**config.mk**
```make
export PLATFORM = sky130hd
export DESIGN_NAME = bank_write_decode
export DESIGN_NICKNAME = d
export VERILOG_FILES = /design/src/design/ram_pkg.sv /design/src/design/bank_write_decode.sv
export VERILOG_INCLUDE_DIRS = /design/src /design/src/design
export SDC_FILE = /design/constraint.sdc
export NUM_CORES = 1
export LEC_CHECK = 0
export CAP_MARGIN = 30
export CORE_AREA = 2 2 39 41
export DETAILED_ROUTE_END_ITERATION = 10
export DIE_AREA = 0 0 41 43
export DONT_BUFFER_PORTS = 1
export PLACE_DENSITY = 0.72
export SLEW_MARGIN = 20
export SYNTH_ARGS = -nofsm -noshare
export SYNTH_HDL_FRONTEND = slang
export SYNTH_SLANG_ARGS = --single-unit
```
**constraint.sdc**
```tcl
create_clock -name vclk -period 5.19
set_input_delay 0.2595 -clock vclk [all_inputs]
set_output_delay 0.2595 -clock vclk [all_outputs]
set_load 0.01 [all_outputs]
```
**src/design/ram_macros.svh**
```systemverilog
/* banked ram constants */

`ifndef RAM_MACROS_SVH
`define RAM_MACROS_SVH

// byte address across the whole 16 KiB
`define RAM_ADDR_BITS 14
// address inside one 2 KiB bank
`define BANK_ADDR_BITS 11
// upper address bits pick the bank
`define BANK_SEL_BITS 3
`define BANK_COUNT 8

`define BYTE_BITS 8

// axi4-lite data path
`define AXIL_DATA_BITS 32
// bytes per bus word, and the width of a lane index
`define LANE_COUNT 4
`define LANE_BITS 2

`endif

```
**src/design/ram_pkg.sv**
```systemverilog
/* banked ram types */

`include "ram_macros.svh"

package ram_pkg;

	typedef logic [`BYTE_BITS-1:0] byte_t;
	// full byte address and in-bank address
	typedef logic [`RAM_ADDR_BITS-1:0] mem_addr_t;
	typedef logic [`BANK_ADDR_BITS-1:0] bank_addr_t;
	typedef logic [`BANK_SEL_BITS-1:0] bank_sel_t;
	// one-hot, one bit per bank
	typedef logic [`BANK_COUNT-1:0] bank_en_t;
	typedef logic [`AXIL_DATA_BITS-1:0] axil_word_t;
	typedef logic [`LANE_COUNT-1:0] axil_strb_t;
	typedef logic [`LANE_BITS-1:0] lane_t;

	// bus-side control sequencer
	typedef enum logic [2:0] {
		IDLE,
		WRITE_LANES,
		WRITE_RESP,
		READ_LANES,
		READ_WAIT,
		READ_RESP
	} ctrl_state_t;

endpackage

```
**src/design/bank_write_decode.sv**
```systemverilog
/* bank write decode */

`timescale 1ns/100ps

`include "ram_macros.svh"

module bank_write_decode (
	input logic wr_go,
	input ram_pkg::mem_addr_t wr_base,
	input ram_pkg::lane_t wr_lane,
	input ram_pkg::axil_word_t wr_word,
	input ram_pkg::axil_strb_t wr_strb,
	output ram_pkg::bank_en_t bank_wr_en,
	output ram_pkg::bank_addr_t bank_wr_addr,
	output ram_pkg::byte_t bank_wr_data
);

	// byte address of this lane
	ram_pkg::mem_addr_t lane_addr;
	// bank named by the top address bits
	ram_pkg::bank_sel_t lane_bank;
	// lane is live only when its strobe is set
	logic lane_wr;

	// base is word aligned, so the add just fills the low bits
	assign lane_addr = wr_base + ram_pkg::mem_addr_t'(wr_lane);
	assign lane_bank = lane_addr[`RAM_ADDR_BITS-1 -: `BANK_SEL_BITS];
	assign lane_wr = wr_go && wr_strb[wr_lane];

	// all banks share address and data
	assign bank_wr_addr = lane_addr[`BANK_ADDR_BITS-1:0];

	// steer the lane's byte down to the bank data bus
	// lane 0 is bits 7:0
	assign bank_wr_data = wr_word[wr_lane * `BYTE_BITS +: `BYTE_BITS];

	// one-hot enable demux
	always_comb begin
		bank_wr_en = '0;
		if (lane_wr) begin
			bank_wr_en[lane_bank] = 1'b1;
		end
	end

endmodule

```
==> reports/qor.txt <==
Reg area = 0 sq um
Lkg Pwr = 0.208 nW
Crit Path Max Fanout = 7
Mapped Area = 692 sq um
Synthesis-to-finish area growth = 1.08%
Worst Max-Slew Pin Slew = 462 ps
Buffers on Ports = 0
Largest net degree at the start of global routing = 12
Initial antenna violation count = 0
Vias = 619
Layout Nets = 129
Seq_cells = 0
FP Rows = 14
# setup viols final = 0
Fmax = 434 MHz
Average wire per standard cell = 18.8 um
Synth area leader = mux4_2
Yosys top cell area share = 29.3%
Clock buf count = 0
# hold bufs at CTS = 0
Worst setup EP type = output pin
Initial core utilization = 50.0%
Final Hold Slack = 603 ps
Crit path from = wr_base[0]
Most frequent cells in the layout = mux4_2, a211oi_1, nand2_1, xnor2_1
Die Y = 43 um
Pwr per Cell Area = 68.2 mW/mm^2
Remaining DRCs = 0
Maximum vdd drop = 0.0246 mV
Critical path class = input pin to output pin
Gr ovfl total = 0
Hold Crit Class = input pin to output pin
Pins Over Slew Limit = 0
Syn avg cell area = 9.35 sq um
Worst Hold Launch = wr_base[10]
Synth area leaders = mux4_2, a211oi_1, xnor2_1
Initial drt markers = 9
Tot GR Track Use = 16.3%
Area of the multi-input gates = 664 sq um
Post-CTS resize count = 0
Seq/Total Area, Yosys = 0%
Startpoint class of the critical path = input pin
Slew HR = 69.0%
Post-Syn Instances = 74
Die X = 41 um
RSZ-0062 raised after global routing = no
Cell Count, Final, Fillers Out = 87
CP Data Required Time = 4930 ps
WP data arrival = 2050 ps
Setup TNS = 0 ps
DIE AREA = 0.00176 sq mm
Period utilization = 44.4%
Core Area = 0.00138 sq mm
Post-layout util = 50.5%
Vias per cell = 7.11
Ports = 80
Final WS setup = 2880 ps
DP HPWL = 1450 um
TritonRoute pass-1 iters = 4
Min-Delay Endpoint = bank_wr_addr[10]
Worst hold path depth = 1
Vias in the first global route = 513
Routed Wire Length = 1630 um
Yosys cell types = 29
Pre-CTS WS = 2870 ps
Synth warn = 0
First-pass GRT wire length = 2150 um
Post-CTS Setup Inserts = 0
Layout filler cell count = 137
Tmin final = 2310 ps
Status = finished clean
Final RePlAce weighted congestion = 0.767
Final hold viol count = 0
Syn Nets = 130
Share of layout cells above drive strength 1 = 19.7%
Most common cell after layout, fill and taps aside = mux4_2
Placed Instances = 87
ANT nets after route = 0
N_diodes = 0
Max_cap viols = 0
[stage by stage]
step	instance area, sq um	power (mW)
after floorplan	692	0.0458
after global placement	699	0.0478
after detailed placement	699	0.0481
after CTS	699	0.0482
after global routing	699	0.0524
final	699	0.0477
[cell type report]
type,count,share of cell area [%]
multi-input cells,67,95.0
well taps,16,2.86
inverters,4,2.15
[synth_stat cells (2+ instances only)]
cell type and number:
clkbuf_1 2, mux4_2 9, a211oi_1 8, ha_1 2, a32oi_1 2, nand4_1 2, nand2_1 6, inv_1 4
xnor2_1 6, nor4_4 2, nand2b_1 2, nor2b_1 2, nor2_1 5, nand3_1 2, xor2_1 5, nor3_1 2
[per-layer routing]
| layer | wire length [um] | up-vias | global-route usage (%) |
|---|---|---|---|
| met5 | 0 | - | 0 |
| met4 | 0 | 0 | 0 |
| met3 | 161 | 0 | 1.05 |
| met2 | 879 | 38 | 27.5 |
| met1 | 591 | 292 | 23.2 |
| li1 | - | 289 | - |
[kinds of logic after synthesis]
logic type,Yosys count,synth area share [%]
xor+xnor,11,13.9
mux,9,29.3
simple gates,30,30.0
buf+inv,7,3.98
fa+ha+maj,3,6.51
compound gates,14,16.3
[worst max-delay path by stage]
stage / endpoint / slack, ps / depth (start not counted)
2_1_floorplan: bank_wr_en[4] / 2770 / 7
3_3_place_gp: bank_wr_en[5] / 2930 / 6
3_5_place_dp: bank_wr_en[1] / 2870 / 6
4_1_cts: bank_wr_en[1] / 2860 / 6
5_1_grt: bank_wr_en[0] / 2740 / 6
6_report: bank_wr_en[1] / 2880 / 6
[power breakdown]
| group | total [mW] | internal [mW] | switching, mW |
|---|---|---|---|
| logic | 0.0477 | 0.0219 | 0.0258 |
| clock network | 0 | 0 | 0 |
| registers | 0 | 0 | 0 |
[worst max-delay path: stages]
cell	delay, ps
ha_1	160
inv_1	60
fa_1	500
nor4_4	430
nand4bb_1	180
a211oi_1	460
Power figures use the tool's default switching activity.
