[config.mk]
export PLATFORM = sky130hd
export DESIGN_NAME = bank_read_path
export DESIGN_NICKNAME = d
export VERILOG_FILES = /design/src/design/ram_pkg.sv /design/src/design/bank_read_path.sv
export VERILOG_INCLUDE_DIRS = /design/src /design/src/design
export SDC_FILE = /design/constraint.sdc
export NUM_CORES = 1
export LEC_CHECK = 0
export BUFFER_PORTS_ARGS = -buffer_cell sky130_fd_sc_hd__buf_4
export CAP_MARGIN = 20
export CORE_MARGIN = 2
export CORE_UTILIZATION = 45
export DETAILED_ROUTE_END_ITERATION = 10
export PLACE_DENSITY = 0.84
export REMOVE_ABC_BUFFERS = 1
export SKIP_CTS_REPAIR_TIMING = 1
export SLEW_MARGIN = 0
export SYNTH_ARGS = -nofsm -noshare
export SYNTH_HDL_FRONTEND = slang
export SYNTH_SLANG_ARGS = --single-unit
[constraint.sdc]
create_clock -name rclk -period 3.9 [get_ports rclk]
set_clock_uncertainty 0.2 [all_clocks]
set_input_delay 0 -clock rclk [delete_from_list [all_inputs] [get_ports rclk]]
set_output_delay 0 -clock rclk [all_outputs]
set_load 0.02 [all_outputs]
[src/design/ram_macros.svh]
/* banked ram constants */

`ifndef RAM_MACROS_SVH
`define RAM_MACROS_SVH

// byte address across the whole 16 KiB
`define RAM_ADDR_BITS 14
// address inside one 2 KiB bank
`define BANK_ADDR_BITS 11
// upper address bits pick the bank
`define BANK_SEL_BITS 3
`define BANK_COUNT 8

`define BYTE_BITS 8

// axi4-lite data path
`define AXIL_DATA_BITS 32
// bytes per bus word, and the width of a lane index
`define LANE_COUNT 4
`define LANE_BITS 2

`endif

[src/design/ram_pkg.sv]
/* banked ram types */

`include "ram_macros.svh"

package ram_pkg;

	typedef logic [`BYTE_BITS-1:0] byte_t;
	// full byte address and in-bank address
	typedef logic [`RAM_ADDR_BITS-1:0] mem_addr_t;
	typedef logic [`BANK_ADDR_BITS-1:0] bank_addr_t;
	typedef logic [`BANK_SEL_BITS-1:0] bank_sel_t;
	// one-hot, one bit per bank
	typedef logic [`BANK_COUNT-1:0] bank_en_t;
	typedef logic [`AXIL_DATA_BITS-1:0] axil_word_t;
	typedef logic [`LANE_COUNT-1:0] axil_strb_t;
	typedef logic [`LANE_BITS-1:0] lane_t;

	// bus-side control sequencer
	typedef enum logic [2:0] {
		IDLE,
		WRITE_LANES,
		WRITE_RESP,
		READ_LANES,
		READ_WAIT,
		READ_RESP
	} ctrl_state_t;

endpackage

[src/design/bank_read_path.sv]
/* bank read mux and word packer */

`timescale 1ns/100ps

`include "ram_macros.svh"

module bank_read_path (
	input logic rclk,
	input logic reset,
	input logic rd_go,
	input ram_pkg::mem_addr_t rd_addr,
	output ram_pkg::bank_addr_t bank_rd_addr,
	input ram_pkg::byte_t bank_rd_data [`BANK_COUNT],
	output ram_pkg::axil_word_t rd_word,
	output logic rd_word_done
);

	// stage 1 runs alongside the bank read register
	ram_pkg::bank_sel_t sel_q;
	logic sel_vld;
	// stage 2 holds the output byte
	ram_pkg::byte_t byte_q;
	logic byte_vld;
	// bytes packed so far in this word
	ram_pkg::lane_t lane_cnt;

	// every bank sees the same in-bank address
	assign bank_rd_addr = rd_addr[`BANK_ADDR_BITS-1:0];

	always_ff @(posedge rclk) begin
		if (reset) begin
			sel_vld <= 1'b0;
			byte_vld <= 1'b0;
			lane_cnt <= '0;
			rd_word_done <= 1'b0;
		end else begin
			sel_vld <= rd_go;
			byte_vld <= sel_vld;
			rd_word_done <= 1'b0;
			if (byte_vld) begin
				lane_cnt <= lane_cnt + 1'b1;
				// fourth byte completes the word
				rd_word_done <= (lane_cnt == ram_pkg::lane_t'(`LANE_COUNT-1));
			end
		end
	end

	// payload registers
	always_ff @(posedge rclk) begin
		sel_q <= rd_addr[`RAM_ADDR_BITS-1 -: `BANK_SEL_BITS];
		// byte out two cycles after rd_go
		byte_q <= bank_rd_data[sel_q];
		// lane 0 arrives first and ends up in the low byte
		if (byte_vld) begin
			rd_word <= {byte_q, rd_word[`AXIL_DATA_BITS-1:`BYTE_BITS]};
		end
	end

endmodule

==> results.json <==
{
  "slew_viol_final": 0,
  "fp-row-count": 24,
  "synth-seq-cells": 48,
  "cpMostUsedCell": "dlygate4sd3_1",
  "cts_tree": "done",
  "drc_errors": 0,
  "path_depth": 4,
  "grt_pass1_vias": 1307,
  "nets": 312,
  "gr-total-overflow": 0,
  "ys_seq_area_share_pct": 64.9,
  "synth.avg_cell_area_sq_um": 20.6,
  "critPathSlowestCell": "dfxtp_1",
  "vdd_drop_max_mv": 0.132,
  "netlist_instances": 96,
  "routabilityCongestion": 0.765,
  "power.density_nw_per_um2": 349,
  "root_buffer": "clkbuf_8",
  "ios": 125,
  "antennaDiodeCount": 0,
  "wire_per_inst_microns": 17.8,
  "tns_ns": 0,
  "setup_ws_ns": 0.592,
  "power.switching_mw": 0.228,
  "cts_buffer_depth": 2,
  "first_pass_iters": 4,
  "areaGrowthSynthToFinish_pct": 61.8,
  "crit_end": "byte_q[1]",
  "critPathLaunch": "sel_q[0]",
  "ys_types": 17,
  "cp.required_ns": 3.88,
  "multi_input_area_sq_um": 567,
  "drive_gt1_share_pct": 51.5,
  "slowest_delay_ns": 0.88,
  "portBuffers": 102,
  "worstMarginPinSlew_ns": 0.841,
  "grt_usage_pct": 16.5,
  "clock_latency_ns": 0.30,
  "fmax_mhz": 302,
  "via_count": 1452,
  "r2r-start": "sel_q[0]",
  "r2r_slack_ns": 0.59,
  "path_class": "reg2reg",
  "grt_pass1_wl_microns": 6180,
  "crit_path_max_fanout": 16,
  "worstReg2RegEnd": "byte_q[1]",
  "rsz0062_at_grt": "no",
  "path_clk_slew_ns": 0.09,
  "finalHoldViolCount": 0,
  "critical_path_buf_inv_count": 2,
  "core_area_sq_um": 4290,
  "p_leak_nw": 1.37,
  "die_area_sq_um": 4930,
  "clkPwrFrac_pct": 30.8,
  "syn_area_sq_um": 1970,
  "cap_violations": 0,
  "grt_max_degree": 36,
  "numCtsBuffers": 5,
  "period_minus_slack_ns": 3.31,
  "nFillCells": 266,
  "place_hpwl_microns": 3130,
  "status": "completed",
  "path_delay_family": "buffers and inverters",
  "maxSlewHeadroom_pct": 43.9,
  "period_share_pct": 84.8,
  "cp_cell_sequence": "mux4_1 -> dlygate4sd3_1 -> mux2_2 -> dlygate4sd3_1",
  "setup_violations": 0,
  "antenna_found_initial": 0,
  "reg2regPathDepth": 4,
  "end_kind": "flip-flop",
  "p_seq_share_pct": 52.4,
  "die_h_microns": 70.2,
  "start_kind": "flip-flop",
  "regArea_sq_um": 1280,
  "cts_max_level": 2,
  "wirelength_microns": 5030,
  "ys_warn_count": 0,
  "internal_power_mw": 0.886,
  "cts_sinks": 48,
  "swShare_pct": 20.5,
  "p_comb_share_pct": 16.8,
  "dp_slack_ns": 1.82,
  "critical_path_arrival_ns": 3.29,
  "drt_iter0_markers": 74,
  "die_width_microns": 70.2,
  "min_path_type": "in2reg",
  "ant_nets": 0,
  "initial_core_util_pct": 46.0,
  "drt-vias-per-instance": 5.13
}
==> worst min path at each step <==
stage / start / endpoint / slack [ns] / cells past startpoint
3_5_place_dp: rd_addr[1] / bank_rd_addr[1] / -0.20 / 0
6_report: rd_addr[11] / sel_q[0] / 0.15 / 2
2_1_floorplan: rd_addr[0] / bank_rd_addr[0] / -0.20 / 0
5_1_grt: rd_addr[12] / sel_q[1] / 0.13 / 2
4_1_cts: rd_addr[11] / sel_q[0] / -0.41 / 1
3_3_place_gp: rd_addr[1] / bank_rd_addr[1] / -0.20 / 0
==> cell usage after synthesis (all sizes together) <==
| cell | number | area share, % |
|---|---|---|
| mux4 | 16 | 21 |
| nor2 | 2 | 0.38 |
| buf | 15 | 6.2 |
| mux2i | 1 | 0.51 |
| edfxtp | 32 | 49 |
| ha | 1 | 0.63 |
| clkbuf | 1 | 0.19 |
| xnor2 | 1 | 0.44 |
| dfxtp | 16 | 16 |
| nor2b | 2 | 0.63 |
| and3b | 1 | 0.44 |
| mux2 | 8 | 4.6 |
==> cell usage in the layout (no fill, tap or decap) <==
cell | Yosys | routed
dfxtp_1 | 16 | 16
clkinv_2 | 0 | 1
clkbuf_8 | 0 | 5
mux4_2 | 1 | 1
mux2i_1 | 1 | 1
edfxtp_1 | 32 | 32
and3b_1 | 1 | 1
nor2b_1 | 2 | 2
bufinv_16 | 0 | 1
clkbuf_1 | 1 | 1
buf_4 | 11 | 103
dlygate4sd3_1 | 0 | 40
nor2_1 | 2 | 2
mux4_1 | 15 | 15
xnor2_1 | 1 | 1
ha_1 | 1 | 1
mux2_2 | 8 | 8
==> cells by family (layout without fill, tap and decap cells) <==
family / count (synthesis) / in the layout / synth area share (%)
multiplexers: 25 / 25 / 26.2
adder cells (fa/ha/maj): 1 / 1 / 0.634
XOR/XNOR: 1 / 1 / 0.444
buffers and inverters: 16 / 151 / 6.40
flip-flops: 48 / 48 / 64.9
AND/OR/NAND/NOR: 5 / 5 / 1.46
==> power groups by stage <==
stage	registers (mW)	clock network [mW]	logic, mW
4_1_cts	0.584	0.350	0.125
2_1_floorplan	0.606	0	0.0386
3_3_place_gp	0.593	0	0.121
5_1_grt	0.587	0.372	0.198
6_report	0.584	0.343	0.188
3_5_place_dp	0.596	0	0.125
==> registers in the layout, indices dropped and copies added, names as in the netlist <==
register	flops
rd_word_done	1
lane_cnt	2
sel_vld	1
rd_word	32
byte_q	8
sel_q	3
byte_vld	1
==> routing by layer <==
| metal | part of all wire (%) | routed length (microns) | up-vias | track usage [%] |
|---|---|---|---|---|
| met5 | 0 | 0 | - | 0 |
| met4 | 2.5 | 125 | 0 | 5.77 |
| met3 | 9.4 | 471 | 13 | 10.1 |
| met2 | 48 | 2430 | 94 | 27.7 |
| met1 | 40 | 2000 | 696 | 16.6 |
| li1 | - | - | 649 | - |
==> area by class of cell <==
type                    instances  area share [%]
clock buffers                   6            2.27
multi-input cells              32            17.7
well taps                      52            2.04
repair buffers                143            36.7
flip-flops and latches         48            40.1
clock inverters                 2            1.10
==> metrics by stage <==
stage,hold slack (ns),std cells,power [mW],utilization (%),instance area (sq um)
floorplan,-0.200,80,0.645,-,1850
global placement,-0.200,235,0.714,62.6,2690
detailed placement,-0.200,235,0.720,62.6,2690
CTS,-0.412,243,1.06,65.1,2790
global route,0.134,283,1.16,74.4,3190
finish,0.152,283,1.11,74.4,3190
==> worst reg2reg max path: stages (launching register included) <==
cell and delay [ns]:
dfxtp_1 0.88, mux4_1 0.69, dlygate4sd3_1 0.60, mux2_2 0.27, dlygate4sd3_1 0.55
No activity file was read; power rests on OpenSTA's default activity.
