[src/design/ram_macros.svh]
/* banked ram constants */

`ifndef RAM_MACROS_SVH
`define RAM_MACROS_SVH

// byte address across the whole 16 KiB
`define RAM_ADDR_BITS 14
// address inside one 2 KiB bank
`define BANK_ADDR_BITS 11
// upper address bits pick the bank
`define BANK_SEL_BITS 3
`define BANK_COUNT 8

`define BYTE_BITS 8

// axi4-lite data path
`define AXIL_DATA_BITS 32
// bytes per bus word, and the width of a lane index
`define LANE_COUNT 4
`define LANE_BITS 2

`endif

[src/design/ram_pkg.sv]
/* banked ram types */

`include "ram_macros.svh"

package ram_pkg;

	typedef logic [`BYTE_BITS-1:0] byte_t;
	// full byte address and in-bank address
	typedef logic [`RAM_ADDR_BITS-1:0] mem_addr_t;
	typedef logic [`BANK_ADDR_BITS-1:0] bank_addr_t;
	typedef logic [`BANK_SEL_BITS-1:0] bank_sel_t;
	// one-hot, one bit per bank
	typedef logic [`BANK_COUNT-1:0] bank_en_t;
	typedef logic [`AXIL_DATA_BITS-1:0] axil_word_t;
	typedef logic [`LANE_COUNT-1:0] axil_strb_t;
	typedef logic [`LANE_BITS-1:0] lane_t;

	// bus-side control sequencer
	typedef enum logic [2:0] {
		IDLE,
		WRITE_LANES,
		WRITE_RESP,
		READ_LANES,
		READ_WAIT,
		READ_RESP
	} ctrl_state_t;

endpackage

[src/design/axil_mem_ctrl.sv]
/* axi4-lite memory control */

`timescale 1ns/100ps

`include "ram_macros.svh"

module axil_mem_ctrl (
	input logic rclk,
	input logic reset,

	// write address
	input logic awvalid,
	output logic awready,
	input ram_pkg::mem_addr_t awaddr,
	// write data
	input logic wvalid,
	output logic wready,
	input ram_pkg::axil_word_t wdata,
	input ram_pkg::axil_strb_t wstrb,
	// write response
	output logic bvalid,
	input logic bready,
	output logic [1:0] bresp,
	// read address
	input logic arvalid,
	output logic arready,
	input ram_pkg::mem_addr_t araddr,
	// read data
	output logic rvalid,
	input logic rready,
	output ram_pkg::axil_word_t rdata,
	output logic [1:0] rresp,

	// lane writes towards the decode
	output logic wr_go,
	output ram_pkg::mem_addr_t wr_base,
	output ram_pkg::lane_t wr_lane,
	output ram_pkg::axil_word_t wr_word,
	output ram_pkg::axil_strb_t wr_strb,

	// lane reads and the packed word back
	output logic rd_go,
	output ram_pkg::mem_addr_t rd_addr,
	input ram_pkg::axil_word_t rd_word,
	input logic rd_word_done
);

	ram_pkg::ctrl_state_t state;
	ram_pkg::ctrl_state_t state_nxt;
	// which lane of the word is being accessed
	ram_pkg::lane_t lane_cnt;
	logic last_lane;
	// both write channels present together
	logic wr_req;
	// latched request
	ram_pkg::mem_addr_t addr_q;
	ram_pkg::axil_word_t word_q;
	ram_pkg::axil_strb_t strb_q;
	// read data held for the r channel
	ram_pkg::axil_word_t rdata_q;

	assign wr_req = awvalid && wvalid;
	assign last_lane = (lane_cnt == ram_pkg::lane_t'(`LANE_COUNT-1));

	// aw and w are taken in the same cycle
	// a write wins over a read when both are waiting
	assign awready = (state == ram_pkg::IDLE) && wr_req;
	assign wready = (state == ram_pkg::IDLE) && wr_req;
	assign arready = (state == ram_pkg::IDLE) && arvalid && !wr_req;

	// responses are always OKAY
	assign bvalid = (state == ram_pkg::WRITE_RESP);
	assign bresp = 2'b00;
	assign rvalid = (state == ram_pkg::READ_RESP);
	assign rdata = rdata_q;
	assign rresp = 2'b00;

	// lane sequencing
	assign wr_go = (state == ram_pkg::WRITE_LANES);
	assign wr_lane = lane_cnt;
	// low address bits are ignored
	assign wr_base = {addr_q[`RAM_ADDR_BITS-1:`LANE_BITS], {`LANE_BITS{1'b0}}};
	assign wr_word = word_q;
	assign wr_strb = strb_q;
	assign rd_go = (state == ram_pkg::READ_LANES);
	assign rd_addr = {addr_q[`RAM_ADDR_BITS-1:`LANE_BITS], lane_cnt};

	always_comb begin
		state_nxt = state;
		case (state)
			ram_pkg::IDLE: begin
				if (wr_req) begin
					state_nxt = ram_pkg::WRITE_LANES;
				end else if (arvalid) begin
					state_nxt = ram_pkg::READ_LANES;
				end
			end
			ram_pkg::WRITE_LANES: begin
				if (last_lane) begin
					state_nxt = ram_pkg::WRITE_RESP;
				end
			end
			ram_pkg::WRITE_RESP: begin
				if (bready) begin
					state_nxt = ram_pkg::IDLE;
				end
			end
			ram_pkg::READ_LANES: begin
				if (last_lane) begin
					state_nxt = ram_pkg::READ_WAIT;
				end
			end
			// bytes still in the read pipe
			ram_pkg::READ_WAIT: begin
				if (rd_word_done) begin
					state_nxt = ram_pkg::READ_RESP;
				end
			end
			ram_pkg::READ_RESP: begin
				if (rready) begin
					state_nxt = ram_pkg::IDLE;
				end
			end
			default: state_nxt = ram_pkg::IDLE;
		endcase
	end

	always_ff @(posedge rclk) begin
		if (reset) begin
			state <= ram_pkg::IDLE;
			lane_cnt <= '0;
		end else begin
			state <= state_nxt;
			// counts 0..3 then wraps back to 0 for the next access
			if (wr_go || rd_go) begin
				lane_cnt <= lane_cnt + 1'b1;
			end
		end
	end

	// request and response payload
	always_ff @(posedge rclk) begin
		if (awready) begin
			addr_q <= awaddr;
			word_q <= wdata;
			strb_q <= wstrb;
		end else if (arready) begin
			addr_q <= araddr;
		end
		if (state == ram_pkg::READ_WAIT && rd_word_done) begin
			rdata_q <= rd_word;
		end
	end

endmodule

[config.mk]
export PLATFORM = sky130hd
export DESIGN_NAME = axil_mem_ctrl
export DESIGN_NICKNAME = d
export VERILOG_FILES = /design/src/design/ram_pkg.sv /design/src/design/axil_mem_ctrl.sv
export VERILOG_INCLUDE_DIRS = /design/src /design/src/design
export SDC_FILE = /design/constraint.sdc
export NUM_CORES = 1
export LEC_CHECK = 0
export BUFFER_PORTS_ARGS = -buffer_cell sky130_fd_sc_hd__buf_4
export CORE_ASPECT_RATIO = 1.25
export CORE_MARGIN = 1
export CORE_UTILIZATION = 40
export DETAILED_ROUTE_END_ITERATION = 12
export PLACE_DENSITY = 0.78
export SLEW_MARGIN = 5
export SYNTH_ARGS = -nofsm -noshare
export SYNTH_HDL_FRONTEND = slang
export SYNTH_SLANG_ARGS = --single-unit
[constraint.sdc]
create_clock -name rclk -period 2.35 [get_ports rclk]
set_input_delay 0.235 -clock rclk [delete_from_list [all_inputs] [get_ports rclk]]
set_output_delay 0.235 -clock rclk [all_outputs]
set_load 0.005 [all_outputs]
==> results summary <==
The run finished with clean final reports. The worst hold-check slack came out at around 63 ps. For this run, the post-layout net count is 460.

By instance count, the leading cell after synthesis is sky130_fd_sc_hd__edfxtp_1. The power density normalized to cell area is 776 nW/um^2. In the synthesized netlist the dominant register cell turns out to be sky130_fd_sc_hd__edfxtp_1. STA classifies the critical path endpoint as an output port.

The post-synthesis compound-gate area fraction is 2.47%. By area the synthesized netlist is led by sky130_fd_sc_hd__edfxtp_1 76%, sky130_fd_sc_hd__buf_4 5.0%, sky130_fd_sc_hd__mux2_4 3.8%, sky130_fd_sc_hd__dfxtp_1 3.2%, sky130_fd_sc_hd__buf_6 1.4%. The via total after detailed routing came out at approximately 2.0k. The clock period minus final worst setup slack is 2050 ps. The share of the synthesized netlist area taken by xor and xnor gates is 0.279%. The fraction of final layout cells sized beyond drive strength 1 is 66.0%. The TritonCTS sink count came out at 85. The combined area of all synthesized cells came out at about 3100 um^2. The clock latency of the later-clocked register in the worst-skew pair is 340 ps. The I/O pin total came out at 213. The number of standard-cell rows in the floorplan is 35. The count of flip-flops with a built-in enable after synthesis is 80. The post-CTS resize count came out at 0. The top cell type by total area after synthesis is sky130_fd_sc_hd__edfxtp_1. The area of the die came out at 8210 um^2.

The antenna cell count came out at 0. The placed cell area came out at 4610 um^2. The detailed placement HPWL is 5.55 mm. The post-CTS setup buffer count is 0.

The clock tree from TritonCTS is built. In this run the mean area of a mapped cell was ~20 um^2. The fraction of the cycle the final worst path needs came out at roughly 87%. The maximum clock insertion buffer count is 2. STA classifies the critical path startpoint as a flop. Clock tree synthesis inserted a total of 9 buffers.

By count the netlist is led by 80 x sky130_fd_sc_hd__edfxtp_1, 21 x sky130_fd_sc_hd__buf_4, 8 x sky130_fd_sc_hd__mux2_4, 7 x sky130_fd_sc_hd__nor2_1, 5 x sky130_fd_sc_hd__dfxtp_1. The count of maximum capacitance violations came out at 0. The number of setup violations in the final report is 0. The worst path arrival time is 1810 ps. The detail route stage leaves a number of antenna-violating nets equal to 0. The detailed-route wire length per cell is 15.3 um.

The multiplexer fraction of the synthesized cell area is between 5 and 6%. The via count of the first global-routing pass came out at 2018. The path class of the tightest hold or removal check is primary input to flop. The ratio of routed vias to standard cells came out at 4.51.

Setup repair after global routing left no endpoint under its margin. By startpoint and endpoint, the worst setup path is classified as flop to output port. The number of buffers inserted for hold repair after clock tree synthesis is 0. The number of iterations in the first detailed-routing pass came out at 4. The H-tree depth is 3.

The final worst clock skew is 9.00 ps. The wire length after detailed routing is approximately 6.9 mm. The synthesized design devotes to its leading area cell type 76.5% of total area. For this design the static power due to leakage is 0.00204 uW. By area, the combinational part of the netlist is dominated by buffers and inverters. The width of the chip is between 80 and 90 um.

The cell at the root of the clock tree is sky130_fd_sc_hd__clkbuf_8. Synthesis instantiated 28 different standard cells from the library. The adder-cell area share of the yosys netlist is less than 1%. The total overflow left after global routing is 0.

The fmax came out at 0.488 GHz. The utilization after layout came out at a little under two thirds. The design draws 3700 uW.

The global-route usage over all layers is 16.5%. The clock-pin transition on the worst setup and hold timing paths is approximately 90 ps. The number of antenna violations at the first check in global routing came out at 0.

The core region is approximately 7500 um^2. The final instance area came out at 4770 um^2. The final weighted congestion of routability-driven global placement came out at between 0.7 and 0.8. The synthesized-area fraction occupied by and/or/nand/nor cells is 4.66%.

Of the synthesized area, sequential elements account for between 70% and 80%. The setup total negative slack came out at 0 ps. Input and output buffers added on the ports amount to 202.

The overall die height is 101 um. Entering global routing, the biggest net connects 39 pins. For this configuration, the core starts out at a cell density of 41.9%. The largest fanout on the critical path came out at 38. The register bit total from synthesis is 85. The number of hold violations in the final report came out at 0. The number of max-slew violations in the final report is 0. For this run, design rule violations remaining after detail routing come to 0. The worst vdd rail ir drop came out at 0.481 mV. The area added between synthesis and finish came out at 52.0%.

The share of flip-flops with an asynchronous set or reset came out at 0%. The worst endpoint required time is 2120 ps. The global-route wire length before repair is 9.67 mm. During synthesis, Yosys emitted a total of 0 warnings.

The synthesized instance count came out at 159. The iteration-0 DRC count of the detailed router came out at a little over 60.
==> per-stage QoR <==
| stage | cells | setup slack (ps) |
|---|---|---|
| floorplan | 164 | 527 |
| global placement | 436 | 648 |
| detailed placement | 436 | 591 |
| CTS | 451 | 268 |
| finish | 451 | 303 |
| global route | 451 | 172 |
==> per-layer routing <==
metal | GRT usage [%] | share of wire [%] | up-vias | wire [um]
met4 | 7.55 | 1.8 | 0 | 127
met1 | 16.8 | 32 | 921 | 2240
met3 | 7.87 | 14 | 12 | 944
met2 | 28.1 | 52 | 141 | 3610
li1 | - | - | 958 | -
met5 | 0 | 0 | - | 0
==> critical path: stages (launching register included) <==
cell                      delay (ps)
sky130_fd_sc_hd__dfxtp_1         460
sky130_fd_sc_hd__nor4_4          350
sky130_fd_sc_hd__buf_4           460
sky130_fd_sc_hd__buf_4           200
==> registers in the layout (all words and copies together), names as in the netlist <==
| register | cells |
|---|---|
| rdata | 32 |
| wr_lane | 2 |
| wr_word | 32 |
| wr_strb | 4 |
| addr_q | 12 |
| state | 3 |
==> cells by family after synthesis <==
group	count (synthesis)
simple gates	22
fa+ha+maj	1
flops	85
other cells	1
buf+inv	28
compound gates	8
mux	13
xor+xnor	1
==> layout make-up <==
class | count | area (um^2)
Fill cell | 605 | 2710
Sequential cell | 85 | 2500
Timing Repair Buffer | 205 | 1540
Multi-Input combinational cell | 51 | 443
Clock buffer | 10 | 128
Tap cell | 92 | 115
Clock inverter | 5 | 36.3
Inverter | 3 | 11.3
==> final timing paths <==
path                      startpoint                       to  slack [ps]  cells past startpoint
max            state[0]$_SDFFE_PP0P_                   wready         300                      3
min                         wdata[0]     wr_word[0]$_DFFE_PP_          60                      1
max reg2reg    state[0]$_SDFFE_PP0P_      addr_q[3]$_DFFE_PP_         580                      3
min reg2reg  wr_lane[1]$_SDFFE_PP0P_  wr_lane[1]$_SDFFE_PP0P_         570                      2
==> layout by cell type, fill, tap and decap left out, drive strengths merged <==
master     n
clkinv     4
dfxtp      5
a211oi     1
nor4       1
a211o      1
and2       1
nor3       4
nor4b      2
a21oi      3
o2111ai    1
mux2i      1
or2        1
mux2      12
ha         1
or2b       1
xnor2      1
and3       1
edfxtp    80
conb       6
nand2      3
buf      205
a2111oi    1
inv        4
nor3b      1
nor2       7
clkbuf    10
o21ai      1
==> where the power goes <==
part           leakage (uW)  switching [uW]  internal, uW
sequential         0.000774             128          1870
clock             0.0000865             490           382
combinational       0.00117             330           509
Power figures use the tool's default switching activity.
